===== src/hw/gfx_pkg.sv =====
`default_nettype none

package gfx_pkg;

    // bus and memory word
    localparam int WORD_W       = 32;
    localparam int PIX_W        = 4;
    localparam int PIX_PER_WORD = WORD_W / PIX_W;
    localparam int PIX_SEL_W    = $clog2(PIX_PER_WORD);

    // 800x600 display geometry
    localparam int HOR_PXL    = 800;
    localparam int VER_PXL    = 600;
    localparam int HSYNC_TIME = 120;
    localparam int HBACK_POCH = 64;
    localparam int HFRNT_POCH = 56;
    localparam int VSYNC_TIME = 6;
    localparam int VBACK_POCH = 23;
    localparam int VFRNT_POCH = 37;
    localparam int HTOL_TIME  = HSYNC_TIME + HBACK_POCH + HOR_PXL + HFRNT_POCH;
    localparam int VTOL_TIME  = VSYNC_TIME + VBACK_POCH + VER_PXL + VFRNT_POCH;
    localparam int HPXL_BEGIN = HSYNC_TIME + HBACK_POCH;
    localparam int VPXL_BEGIN = VSYNC_TIME + VBACK_POCH;
    localparam int TOL_PXL    = HOR_PXL * VER_PXL;

    // frame memory and bus map
    localparam int FRAME_WORDS = TOL_PXL / PIX_PER_WORD;
    localparam int ADDR_W      = 16;
    localparam int SCROLL_ADDR = FRAME_WORDS;
    localparam int CNT_W       = $clog2(TOL_PXL);

    localparam logic SYNC_POL = 1'b1;

    localparam int RGB_W = 12;

    // fixed 16 color table, 4 bits per channel
    localparam logic [RGB_W-1:0] PALETTE [0:15] = '{
        12'h000, 12'h00a, 12'h0a0, 12'h0aa,
        12'ha00, 12'ha0a, 12'ha50, 12'haaa,
        12'h555, 12'h55f, 12'h5f5, 12'h5ff,
        12'hf55, 12'hf5f, 12'hff5, 12'hfff
    };

endpackage

`default_nettype wire

===== src/hw/vga_timing.sv =====
`timescale 1ns/1ps
`default_nettype none

module vga_timing
    import gfx_pkg::*;
(
    input  wire logic             vga_clk,
    input  wire logic             rst,
    output logic                  hsync_o,
    output logic                  vsync_o,
    output logic                  de_o,
    output logic [CNT_W-1:0]      pix_cnt_o
);

    logic [$clog2(HTOL_TIME)-1:0] x;
    logic [$clog2(VTOL_TIME)-1:0] y;
    logic                         x_wrap;
    logic                         y_wrap;
    logic                         h_vis;
    logic                         v_vis;

    assign x_wrap = (x == HTOL_TIME - 1);
    assign y_wrap = (y == VTOL_TIME - 1);

    // position counters
    always_ff @(posedge vga_clk or posedge rst) begin
        if (rst) begin
            x <= '0;
            y <= '0;
        end else begin
            if (x_wrap) begin
                x <= '0;
                if (y_wrap) begin
                    y <= '0;
                end else begin
                    y <= y + 1'b1;
                end
            end else begin
                x <= x + 1'b1;
            end
        end
    end

    // syncs change one step ahead so they line up with x and y
    always_ff @(posedge vga_clk or posedge rst) begin
        if (rst) begin
            hsync_o <= SYNC_POL;
            vsync_o <= SYNC_POL;
        end else begin
            if (x_wrap) begin
                hsync_o <= SYNC_POL;
            end else if (x == HSYNC_TIME - 1) begin
                hsync_o <= ~SYNC_POL;
            end
            if (x_wrap && y_wrap) begin
                vsync_o <= SYNC_POL;
            end else if (x_wrap && y == VSYNC_TIME - 1) begin
                vsync_o <= ~SYNC_POL;
            end
        end
    end

    assign h_vis = (x >= HPXL_BEGIN) && (x < HPXL_BEGIN + HOR_PXL);
    assign v_vis = (y >= VPXL_BEGIN) && (y < VPXL_BEGIN + VER_PXL);
    assign de_o  = h_vis && v_vis;

    // visible pixel index, holds through blanking
    always_ff @(posedge vga_clk or posedge rst) begin
        if (rst) begin
            pix_cnt_o <= '0;
        end else if (de_o) begin
            if (pix_cnt_o == CNT_W'(TOL_PXL - 1)) begin
                pix_cnt_o <= '0;
            end else begin
                pix_cnt_o <= pix_cnt_o + 1'b1;
            end
        end
    end

endmodule

`default_nettype wire


===== config.mk =====
export PLATFORM = sky130hd
export DESIGN_NAME = vga_timing
export DESIGN_NICKNAME = d
export VERILOG_FILES = /design/src/hw/gfx_pkg.sv /design/src/hw/vga_timing.sv
export SDC_FILE = /design/constraint.sdc
export NUM_CORES = 1
export LEC_CHECK = 0
export BUFFER_PORTS_ARGS = -buffer_cell sky130_fd_sc_hd__buf_4
export CAP_MARGIN = 0
export CORE_MARGIN = 2
export CORE_UTILIZATION = 52
export DETAILED_ROUTE_END_ITERATION = 10
export GPL_ROUTABILITY_DRIVEN = 0
export PLACE_DENSITY_LB_ADDON = 0.25
export SKIP_LAST_GASP = 1
export SLEW_MARGIN = 20
export SYNTH_ARGS = -nofsm -noshare
export SYNTH_HDL_FRONTEND = slang
export SYNTH_SLANG_ARGS = --single-unit

===== constraint.sdc =====
create_clock -name vga_clk -period 1.75 [get_ports vga_clk]
set_input_delay 0.175 -clock vga_clk [delete_from_list [all_inputs] [get_ports vga_clk]]
set_output_delay 0.175 -clock vga_clk [all_outputs]
set_load 0.01 [all_outputs]

# Word-level counts from Yosys, hierarchy flattened
# Cells that the tools add are included.
# Widths: inputs -> output; s select.
# totals
regBits,42
# classes
add_sub_neg,3
order_cmp,4
reduce_logical,7
muxes,7
n_eq_ne,5
# ops
operator,count
$add 19x1->19 const B,1
$eq 19x19->1 const B,1
$mux 19,1
$add 11x1->11 const B,1
$eq 11x11->1 const B,1
$eq 11x7->1 const B,1
$ge 11x8->1 const B,1
$lt 11x10->1 const B,1
$mux 11,1
$add 10x1->10 const B,1
$eq 10x10->1 const B,1
$eq 10x3->1 const B,1
$ge 10x5->1 const B,1
$lt 10x10->1 const B,1
$mux 10,1
$logic_and 1x1->1,5
$mux 1,4
$reduce_bool 2->1,2

# Logic depth before layout (Yosys ltp)
# Gate-level depths: netlist of the first run.
# logic_depth
word_depth,4
mapped_depth,10

# Least setup slack after synthesis of the first run
# No wires, ideal clock.
# synth_path
kind,reg2reg
start,register pix_cnt_o[0]
end,register pix_cnt_o[10]
path_stages_with_launch,8
setup_ns,0.125
n_path_buf,1
synth_period_minus_slack_ns,2.008
path_slack_ns,-0.258
arrival_ns,1.883
path_cell_list,dfrtp_1 ha_1 inv_1 or3_4 nor4_4 buf_6 nor2_2 mux2_2
# synth_between
elab_chain_len,2
elab_cells_between_ends,3
# synth_rtl
element,line_no,rtl
from (decl),vga_timing.sv:12,output logic [CNT_W-1:0] pix_cnt_o
from (signal assigned),vga_timing.sv:75,pix_cnt_o <= pix_cnt_o + 1'b1;
$add 19x1->19 / $eq 19x19->1 (equally long branches),"vga_timing.sv:75, vga_timing.sv:72",
$mux 19 *,vga_timing.sv:72,if (pix_cnt_o == CNT_W'(TOL_PXL - 1)) begin
# Every way passes the cells marked *; elsewhere a longest branch is shown, timed or not.
# A chain may end at the register's enable or synchronous reset.

# Worst setup path in the final report of the first run
# layout_path
start,register y[8]
end,register pix_cnt_o[5]
# layout_between
elab_chain_len,3
elab_cells_between_ends,4
# layout_rtl
element,line_no,rtl
from (decl),vga_timing.sv:16,logic [$clog2(VTOL_TIME)-1:0] y;
from (signal assigned),vga_timing.sv:36,y <= y + 1'b1;
$ge 10x5->1 / $lt 10x10->1 (equally long branches),vga_timing.sv:64,assign v_vis = (y >= VPXL_BEGIN) && (y < VPXL_BEGIN + VER_PXL);
$logic_and 1x1->1 *,vga_timing.sv:64,
$logic_and 1x1->1 *,vga_timing.sv:65,assign de_o = h_vis && v_vis;
# Marked as above.

==> results of run 1 <==
## synth_stat cells, types with 6 or more instances
cell type | count | area [µm²]
sky130_fd_sc_hd__dfrtp_1 | 40 | 1001
sky130_fd_sc_hd__o31ai_1 | 11 | 82.58
sky130_fd_sc_hd__a21oi_1 | 6 | 30.03
sky130_fd_sc_hd__o21ai_0 | 20 | 100.1
sky130_fd_sc_hd__xnor2_1 | 6 | 52.55
sky130_fd_sc_hd__nand2_1 | 23 | 86.33
sky130_fd_sc_hd__ha_1 | 6 | 75.07
sky130_fd_sc_hd__xor2_1 | 7 | 61.31
sky130_fd_sc_hd__o21ai_1 | 8 | 40.04
sky130_fd_sc_hd__nor2_1 | 19 | 71.32
sky130_fd_sc_hd__nand4_1 | 8 | 50.05
sky130_fd_sc_hd__inv_1 | 7 | 26.28
sky130_fd_sc_hd__nor3_1 | 7 | 35.03
sky130_fd_sc_hd__nand3_1 | 15 | 75.07
sky130_fd_sc_hd__and3_1 | 6 | 37.54
## layout by cell type (no fill, tap or decap), types with 3 or more instances in the layout
cell type                  count
sky130_fd_sc_hd__a21oi_1       5
sky130_fd_sc_hd__a31oi_1       3
sky130_fd_sc_hd__and3_1        4
sky130_fd_sc_hd__buf_4        88
sky130_fd_sc_hd__buf_6         9
sky130_fd_sc_hd__clkbuf_8      5
sky130_fd_sc_hd__dfrtp_1      39
sky130_fd_sc_hd__ha_1          3
sky130_fd_sc_hd__inv_1         3
sky130_fd_sc_hd__inv_2         4
sky130_fd_sc_hd__nand2_1      21
sky130_fd_sc_hd__nand3_1      14
sky130_fd_sc_hd__nand4_1       8
sky130_fd_sc_hd__nand4b_1      3
sky130_fd_sc_hd__nor2_1       16
sky130_fd_sc_hd__nor2_2        3
sky130_fd_sc_hd__nor2b_1       3
sky130_fd_sc_hd__nor3_2        3
sky130_fd_sc_hd__nor3_4        3
sky130_fd_sc_hd__o21ai_0       3
sky130_fd_sc_hd__o21ai_1      11
sky130_fd_sc_hd__o21ai_2      12
sky130_fd_sc_hd__o31ai_1       3
sky130_fd_sc_hd__o31ai_2       7
sky130_fd_sc_hd__xnor2_1       6
sky130_fd_sc_hd__xor2_1        7
## layer usage
metal | vias to the layer above | wire length [µm]
met5 | - | 0
met4 | 0 | 152
met3 | 18 | 413
met2 | 105 | 3426
met1 | 1137 | 2926
li1 | 1058 | -
## worst max-delay path, cell delays in order, from the launching register on
cell and delay [ns]:
sky130_fd_sc_hd__dfrtp_1 0.38, sky130_fd_sc_hd__o21a_1 0.20, sky130_fd_sc_hd__nor3_2 0.25, sky130_fd_sc_hd__o311ai_4 0.13, sky130_fd_sc_hd__a211o_1 0.32, sky130_fd_sc_hd__buf_6 0.14
sky130_fd_sc_hd__clkinv_4 0.05, sky130_fd_sc_hd__buf_6 0.10, sky130_fd_sc_hd__nand2b_4 0.10, sky130_fd_sc_hd__o41ai_2 0.28
## what timing repair did
action | in CTS | in global routing
setup buffers | 5 | 4
hold buffers | 0 | 0
endpoints found under the setup margin | 30 | 31
pin swaps | 15 | 17
resized for setup | 43 | 43
hold endpoints to repair | 0 | 0
## cell type report
type / count / area [µm²] / share of cell area [%]
Multi-Input combinational cell: 180 / 1408 / 40.64
Sequential cell: 42 / 1055 / 30.46
Timing Repair Buffer: 99 / 797.0 / 23.01
Clock buffer: 7 / 76.32 / 2.204
Tap cell: 50 / 62.56 / 1.806
Inverter: 8 / 35.03 / 1.012
Clock inverter: 1 / 30.03 / 0.8671
## registers in the layout, summed over array words and instances, names as in the netlist
register and flops:
vsync_o 1, hsync_o 1, x 11, pix_cnt_o 19, y 10
## logic make-up (layout without fill, tap and decap cells)
group,after synthesis,count (layout),synth area share (%)
AND/OR/NAND/NOR,106,106,26.24
AO/OA/AOI/OAI,53,53,14.02
flip-flops,42,42,47.01
buffers and inverters,15,115,3.295
XOR/XNOR,13,13,5.081
adder cells (fa/ha/maj),6,6,3.350
multiplexers,2,2,1.005
## path summary, 6_finish.rpt
kind                            startpoint      endpoint
max in group asynchronous              rst  pix_cnt_o[0]
worst min-delay path                   rst          x[0]
min in group vga_clk               vsync_o       vsync_o
worst max-delay path                  y[8]  pix_cnt_o[5]
worst min register to register     vsync_o       vsync_o
worst max register to register        y[8]  pix_cnt_o[5]
## power breakdown
group          switching (mW)  internal (mW)
combinational          0.0188        0.00303
sequential                  0          0.970
clock                   0.348          0.427
==> results, run 1 <==
- The flow ran to the end, but the final reports show violations.
- The checks that failed: negative setup slack.
- Dividing the detail-routed wire length by the instance count gives 17.88 µm.
- The maximum number of pins on one net before global-route repair is 43.
- The flip-flop and latch count after synthesis is 42.
- Summing all non-filler instances in the final layout gives an area of 3463 µm².
- 24 I/O pins were placed.
- The met3 routing resource usage after global routing is 4.506%.
- Once routing completed, OpenROAD measured the worst setup slack at -0.3015 ns.
- The static leakage is 1.574 nW.
- Timing would allow up to 0.4875 GHz.
- The total power draw is 1.766 mW.
- The reported max-cap violation count is 0.
- The number of synthesized flops with an enable pin is 0.
- From left edge to right edge, the die measures 69.65 µm.
- The count of different cell masters after synthesis is 49.
- Using the TritonRoute via totals, the vias-per-cell ratio works out to 5.990.
- The share of synthesized flip-flops with an asynchronous set or reset is 100.0%.
- The internal reg-to-reg setup slack is -0.30 ns.
- The most congested layer reported by global routing is met2.
- The clock tree root buffer cell is sky130_fd_sc_hd__clkbuf_8.
- The global-route track usage on met2 is 44.34%.
- The tightest min-delay check is of the in2async type.
- The number of global-route vias before repair is 2175.
- Once placement finished, the instance area stood at 2955 µm².
- After the first detailed-routing iteration, the DRC count stood at 207.
- The number of antenna violations at the first check in global routing is 0.
- The cell total after placement is 370.
- The number of clock sinks seen by CTS is 42.
- The final layout contains routed wiring with a total length of 6919 µm.
- The total of warnings raised by yosys is 0.
- The cell row count is 23.
- The post-route clock period utilization is 117.2%.
- The number of pins with negative max-slew slack in the final report is 0.
- The area added between synthesis and finish is 54.55%.
- The diode insertion count for antenna repair is 0.
- Buffers inserted during clock tree synthesis total 5.
- The cell count after synthesis is 237.
- The count of final hold-check violations is 0.
- The iteration count of the initial detailed-routing pass is 5.
- The clock slew at the register clock pins of the worst setup and hold paths is 0.08 ns.
- The CTS tree is done.
- Of the cells placed in the final design, the portion with a size suffix greater than 1 is 49.85%.
- The share of the Yosys chip area taken by registers is 47.01%.
- For this run, design rule violations remaining after detail routing come to 0.
- Leaving out filler cells and counting taps, the final layout contains 387.
- The worst setup path is launched from a flop.
- The maximum clock insertion buffer count is 2.
- The worst setup path is captured at a flop.
- The routed design could run at a clock period as short as 2.051 ns.
- The starting utilization of the core area is 54.84%.
- Setup repair after global routing could not meet its margin everywhere.
- The commonest register cell after synthesis is sky130_fd_sc_hd__dfrtp_1.
- The number of nets in the synthesized netlist is 245.
- Global routing used 26.78% of the available tracks across all layers.
- Global routing consumed, on the met1 layer, 34.68% of the routing resources.
- The total number of vias is 2318.
- The number of levels the H-tree was split into is 2.
- The wire length of the first global-routing pass is 10300 µm.
- The worst setup slack before clock tree synthesis is -0.2199 ns.
- The detail route stage leaves a number of antenna-violating nets equal to 0.
- The leftover overflow at the end of global routing is 0.
- The max-slew headroom at the worst pin is 64.40%.
- The quantity of I/O buffers inserted on ports is 23.
- The final layout contains 344 nets.
- Data on the critical path is required at its endpoint by 1.95 ns.
- The critical path class is reg2reg.
- The largest clock skew in the final design is 0.007299 ns.
- The power density over the cells is 510.0 nW/µm².
- The die covers 4850 µm².
- Counting cells, the worst reg-to-reg path comes to 9.
- The wire-length estimate of the detail-placed layout is 4053 µm.
- The source-to-sink clock delay at the later pin of the worst-skew pair is 0.30 ns.
- The maximum resistive drop on vdd is 397.7 µV.
- The post-synthesis instance area is 2241 µm².
- The placeable core region is 4086 µm².
- For the worst setup path, the data arrival time is 2.25 ns.
- The largest fanout on the critical path is 6.
- Cells fill 84.75% of the core in the end.
- In this run the vertical extent of the chip is 69.65 µm.
- Setup violations remaining at the end of the flow were counted as 25.
- The mean cell area of the mapped netlist is 9.455 µm².
- On the final layout, the worst hold slack is 0.003221 ns.
- The number of filler cells placed in the layout is 206.
- The final setup TNS is -5.005 ns.
- For the pin with the worst max-slew slack, the measured transition is 0.5340 ns.
Power figures use the tool's default switching activity.
==> run 2: changes to the inputs <==
==> constraint.sdc (replaced) <==
create_clock -name vga_clk -period 1.7 [get_ports vga_clk]
set_input_delay 0.17 -clock vga_clk [delete_from_list [all_inputs] [get_ports vga_clk]]
set_output_delay 0.17 -clock vga_clk [all_outputs]
set_load 0.01 [all_outputs]
==> run 2 against run 1 <==
The flow finishes with violations (negative hold slack, negative setup slack); critical endpoint unchanged; via count increased by 1.9%; core utilization is 1.6 points lower; first-iteration DRC count grew 22%; sequential cell count stayed put; total power decreased by 2.8%; clock skew rose by 0.0037 ns.
==> results, run 2 (synthesized netlist as in run 1, its figures left out) <==
- The clock slew at the register clock pins of the worst setup and hold paths is 0.09 ns (about the same).
- The count of final hold-check violations is 5 (+5).
- The number of remaining DRC errors is 0 (unchanged).
- The maximum number of pins on one net before global-route repair is 43 (unchanged).
- The source-to-sink clock delay at the later pin of the worst-skew pair is 0.31 ns (about the same).
- The class of the tightest hold or removal check is in2async.
- The critical path class is reg2reg.
- The number of buffers and inverters on the critical path is 5 (+2).
- The number of levels the H-tree was split into came to 2 (unchanged).
- Setup repair after global routing could not meet its margin everywhere.
- The iteration count of the initial detailed-routing pass is 5 (unchanged).
- The largest clock skew in the final design came to 0.01103 ns (+0.003728 ns).
- The largest registers in the layout are pix_cnt_o: 19 flops, x: 11 flops, y: 10 flops.
- The diode insertion count for antenna repair is 0 (unchanged).
- The worst setup path is captured at a flop.
- The wire length reported by the detailed router is 7344 µm (+6.1%).
- The largest fanout on the critical path is 6 (unchanged).
- The starting DRC count in detailed routing came to 253 (+22%).
- The shortest clock period the worst path allows after layout came to 2.222 ns (+0.1703 ns).
- The clock tree root buffer cell is sky130_fd_sc_hd__clkbuf_8.
- The post-detailed-route wirelength per cell was 18.88 µm (+5.6%).
- The data required time at the worst endpoint was 1.88 ns (-0.07 ns).
- The placeable core region is 4086 µm² (unchanged).
- The starting utilization of the core area was 54.84% (unchanged).
- The overall fraction of global-route tracks in use is 26.52% (-0.25 points).
- The max-slew headroom at the worst pin is 64.07% (-0.33 points).
- The number of antenna violations at the first check in global routing is 0 (unchanged).
- The height of the die was 69.65 µm (unchanged).
- The critical path goes through inv_2 > ha_1 > inv_1 > a21oi_2 > o311ai_2 > a211o_1 > buf_6 > inv_4 > buf_4 > nand2b_4 > o41ai_2.
- The slowest stage of the critical path belongs to the cell sky130_fd_sc_hd__o41ai_2.
- Broken down by cell family, the worst path's largest delay share belongs to compound AO/OA/AOI/OAI gates.
- The largest stage delay on the critical path was 0.41 ns (+0.03 ns).
- The flip-flop count of the largest register after layout is 19 (unchanged).
- The maximum clock insertion buffer count is 2 (unchanged).
- The CTS tree is done.
- The die area came to 4850 µm² (unchanged).
- The HPWL reported at the end of detailed placement was 3997 µm (-1.4%).
- The register with the most flip-flops in the final layout is pix_cnt_o.
- The fraction of layout cells with a size suffix above 1 was 48.08% (-1.8 points).
- The hold slack is -0.004941 ns (-0.008162 ns).
- The reported max-cap violation count is 0 (unchanged).
- The total power draw is 1.718 mW (-2.8%).
- The area of all placed cells without fillers is 3400 µm² (-1.8%).
- The number of setup violations in the final report was 29 (+16%).
- In the layout the commonest cells are sky130_fd_sc_hd__buf_4, sky130_fd_sc_hd__dfrtp_1, sky130_fd_sc_hd__nand2_1.
- The number of buffers created by CTS came to 5 (unchanged).
- The utilization after layout is 83.19% (-1.6 points).
- The quantity of I/O buffers inserted on ports is 23 (unchanged).
- The library cell used most frequently in the layout, excluding fill and tap cells, is sky130_fd_sc_hd__buf_4.
- The cell row count came to 23 (unchanged).
- The final standard cell count with taps included and fillers excluded is 389 (+0.52%).
- The number of clock sinks seen by CTS was 42 (unchanged).
- The run finished, with violations left.
- The final setup TNS came to -6.665 ns (-1.660 ns).
- The post-detailed-route via-to-cell ratio is 6.072 (+1.4%).
- The worst setup path is launched from a flop.
- The number of pins with negative max-slew slack in the final report is 0 (unchanged).
- The net count of the finished layout was 346 (+0.58%).
- The slew at the pin with the worst max-slew slack is 0.5390 ns (+0.004958 ns).
- The count of antenna-violating nets left after detailed routing is 0 (unchanged).
- The boundary pin count is 24 (unchanged).
- The number of global-route vias before repair came to 2209 (+1.6%).
- The post-route clock period utilization is 130.7% (+13 points).
- The worst-case setup margin in the final layout came to -0.5218 ns (-0.2203 ns).
- The cell total after placement came to 373 (+0.81%).
- The power density over the cells is 505.2 nW/µm² (-0.94%).
- The total number of vias was 2362 (+1.9%).
- The achievable frequency is 0.4501 GHz (-7.7%).
- The worst setup slack before clock tree synthesis is -0.2399 ns (-0.02004 ns).
- The maximum resistive drop on vdd is 634.7 µV (+60%).
- The endpoint arrival time on the critical path is 2.40 ns (+0.15 ns).
- The width of the die was 69.65 µm (unchanged).
- The static leakage is 1.588 nW (+0.84%).
- The final reports fail on negative hold slack, negative setup slack.
- The leftover overflow at the end of global routing is 0 (unchanged).
- The wire length of the first global-routing pass is 10450 µm (+1.4%).
- The area growth from synthesis to layout is 51.70%.
- The number of buffers added to fix hold violations after cts came to 0 (unchanged).
- The post-placement cell area is 2978 µm² (+0.76%).
[run 2: changes by cell type in the layout (fill, tap and decap cells not counted), moves of 2 or more]
cell,delta
sky130_fd_sc_hd__ha_4,-2
sky130_fd_sc_hd__buf_6,+2
sky130_fd_sc_hd__o21ai_0,-2
sky130_fd_sc_hd__ha_1,+2
sky130_fd_sc_hd__nand2_1,+2
sky130_fd_sc_hd__nand2_4,-2
sky130_fd_sc_hd__o21ai_2,-3
sky130_fd_sc_hd__o21ai_1,+4
[run 2: final timing paths]
kind | startpoint | to | slack (ns) | cells after the start
max in group asynchronous | rst | pix_cnt_o[0] | 1.31 | 3
hold / removal | rst | x[7] | -0.005 | 3
setup / recovery | y[0] | pix_cnt_o[5] | -0.52 | 11
min in group vga_clk | hsync_o | hsync_o | 0.47 | 2
hold reg to reg | hsync_o | hsync_o | 0.47 | 2
setup reg to reg | y[0] | pix_cnt_o[5] | -0.52 | 11
[run 2: metal layers]
metal,GRT usage [%],share of wire [%],up-vias
li1,-,-,1062
met1,35.30,40,1146
met2,43.06,49,127
met3,6.105,7.4,27
met4,8.547,3.5,0
met5,0,0,-
[run 2: worst register-to-register path, delay by kind of cell (launching register included)]
kind / cells / cell delay [ns]
AOI/OAI and AO/OA: 4 / 1.00
adders and majority gates: 1 / 0.14
buffers and inverters: 5 / 0.47
DFF: 1 / 0.40
and+or+nand+nor: 1 / 0.09
[run 2: cell type report]
class                           count  area (µm²)
Multi-Input combinational cell    180        1348
Sequential cell                    42        1055
Timing Repair Buffer              101       812.0
Fill cell                         230       686.9
Clock buffer                        8       90.09
Tap cell                           50       62.56
Inverter                            8       32.53
[run 2: what timing repair did]
| item | in CTS | in global routing |
|---|---|---|
| endpoints found under the setup margin | 31 | 32 |
| resized for setup | 44 | 32 |
| setup buffers | 7 | 3 |
| endpoints found under the hold margin | 0 | 0 |
| pin swaps | 9 | 12 |
[run 2: report_power, final]
group / switching, mW / internal [mW] / leakage [nW]
clock: 0.365 / 0.332 / 0.0455
combinational: 0.0194 / 0.00312 / 0.978
sequential: 0 / 0.998 / 0.564
total: 0.384 / 1.33 / 1.59
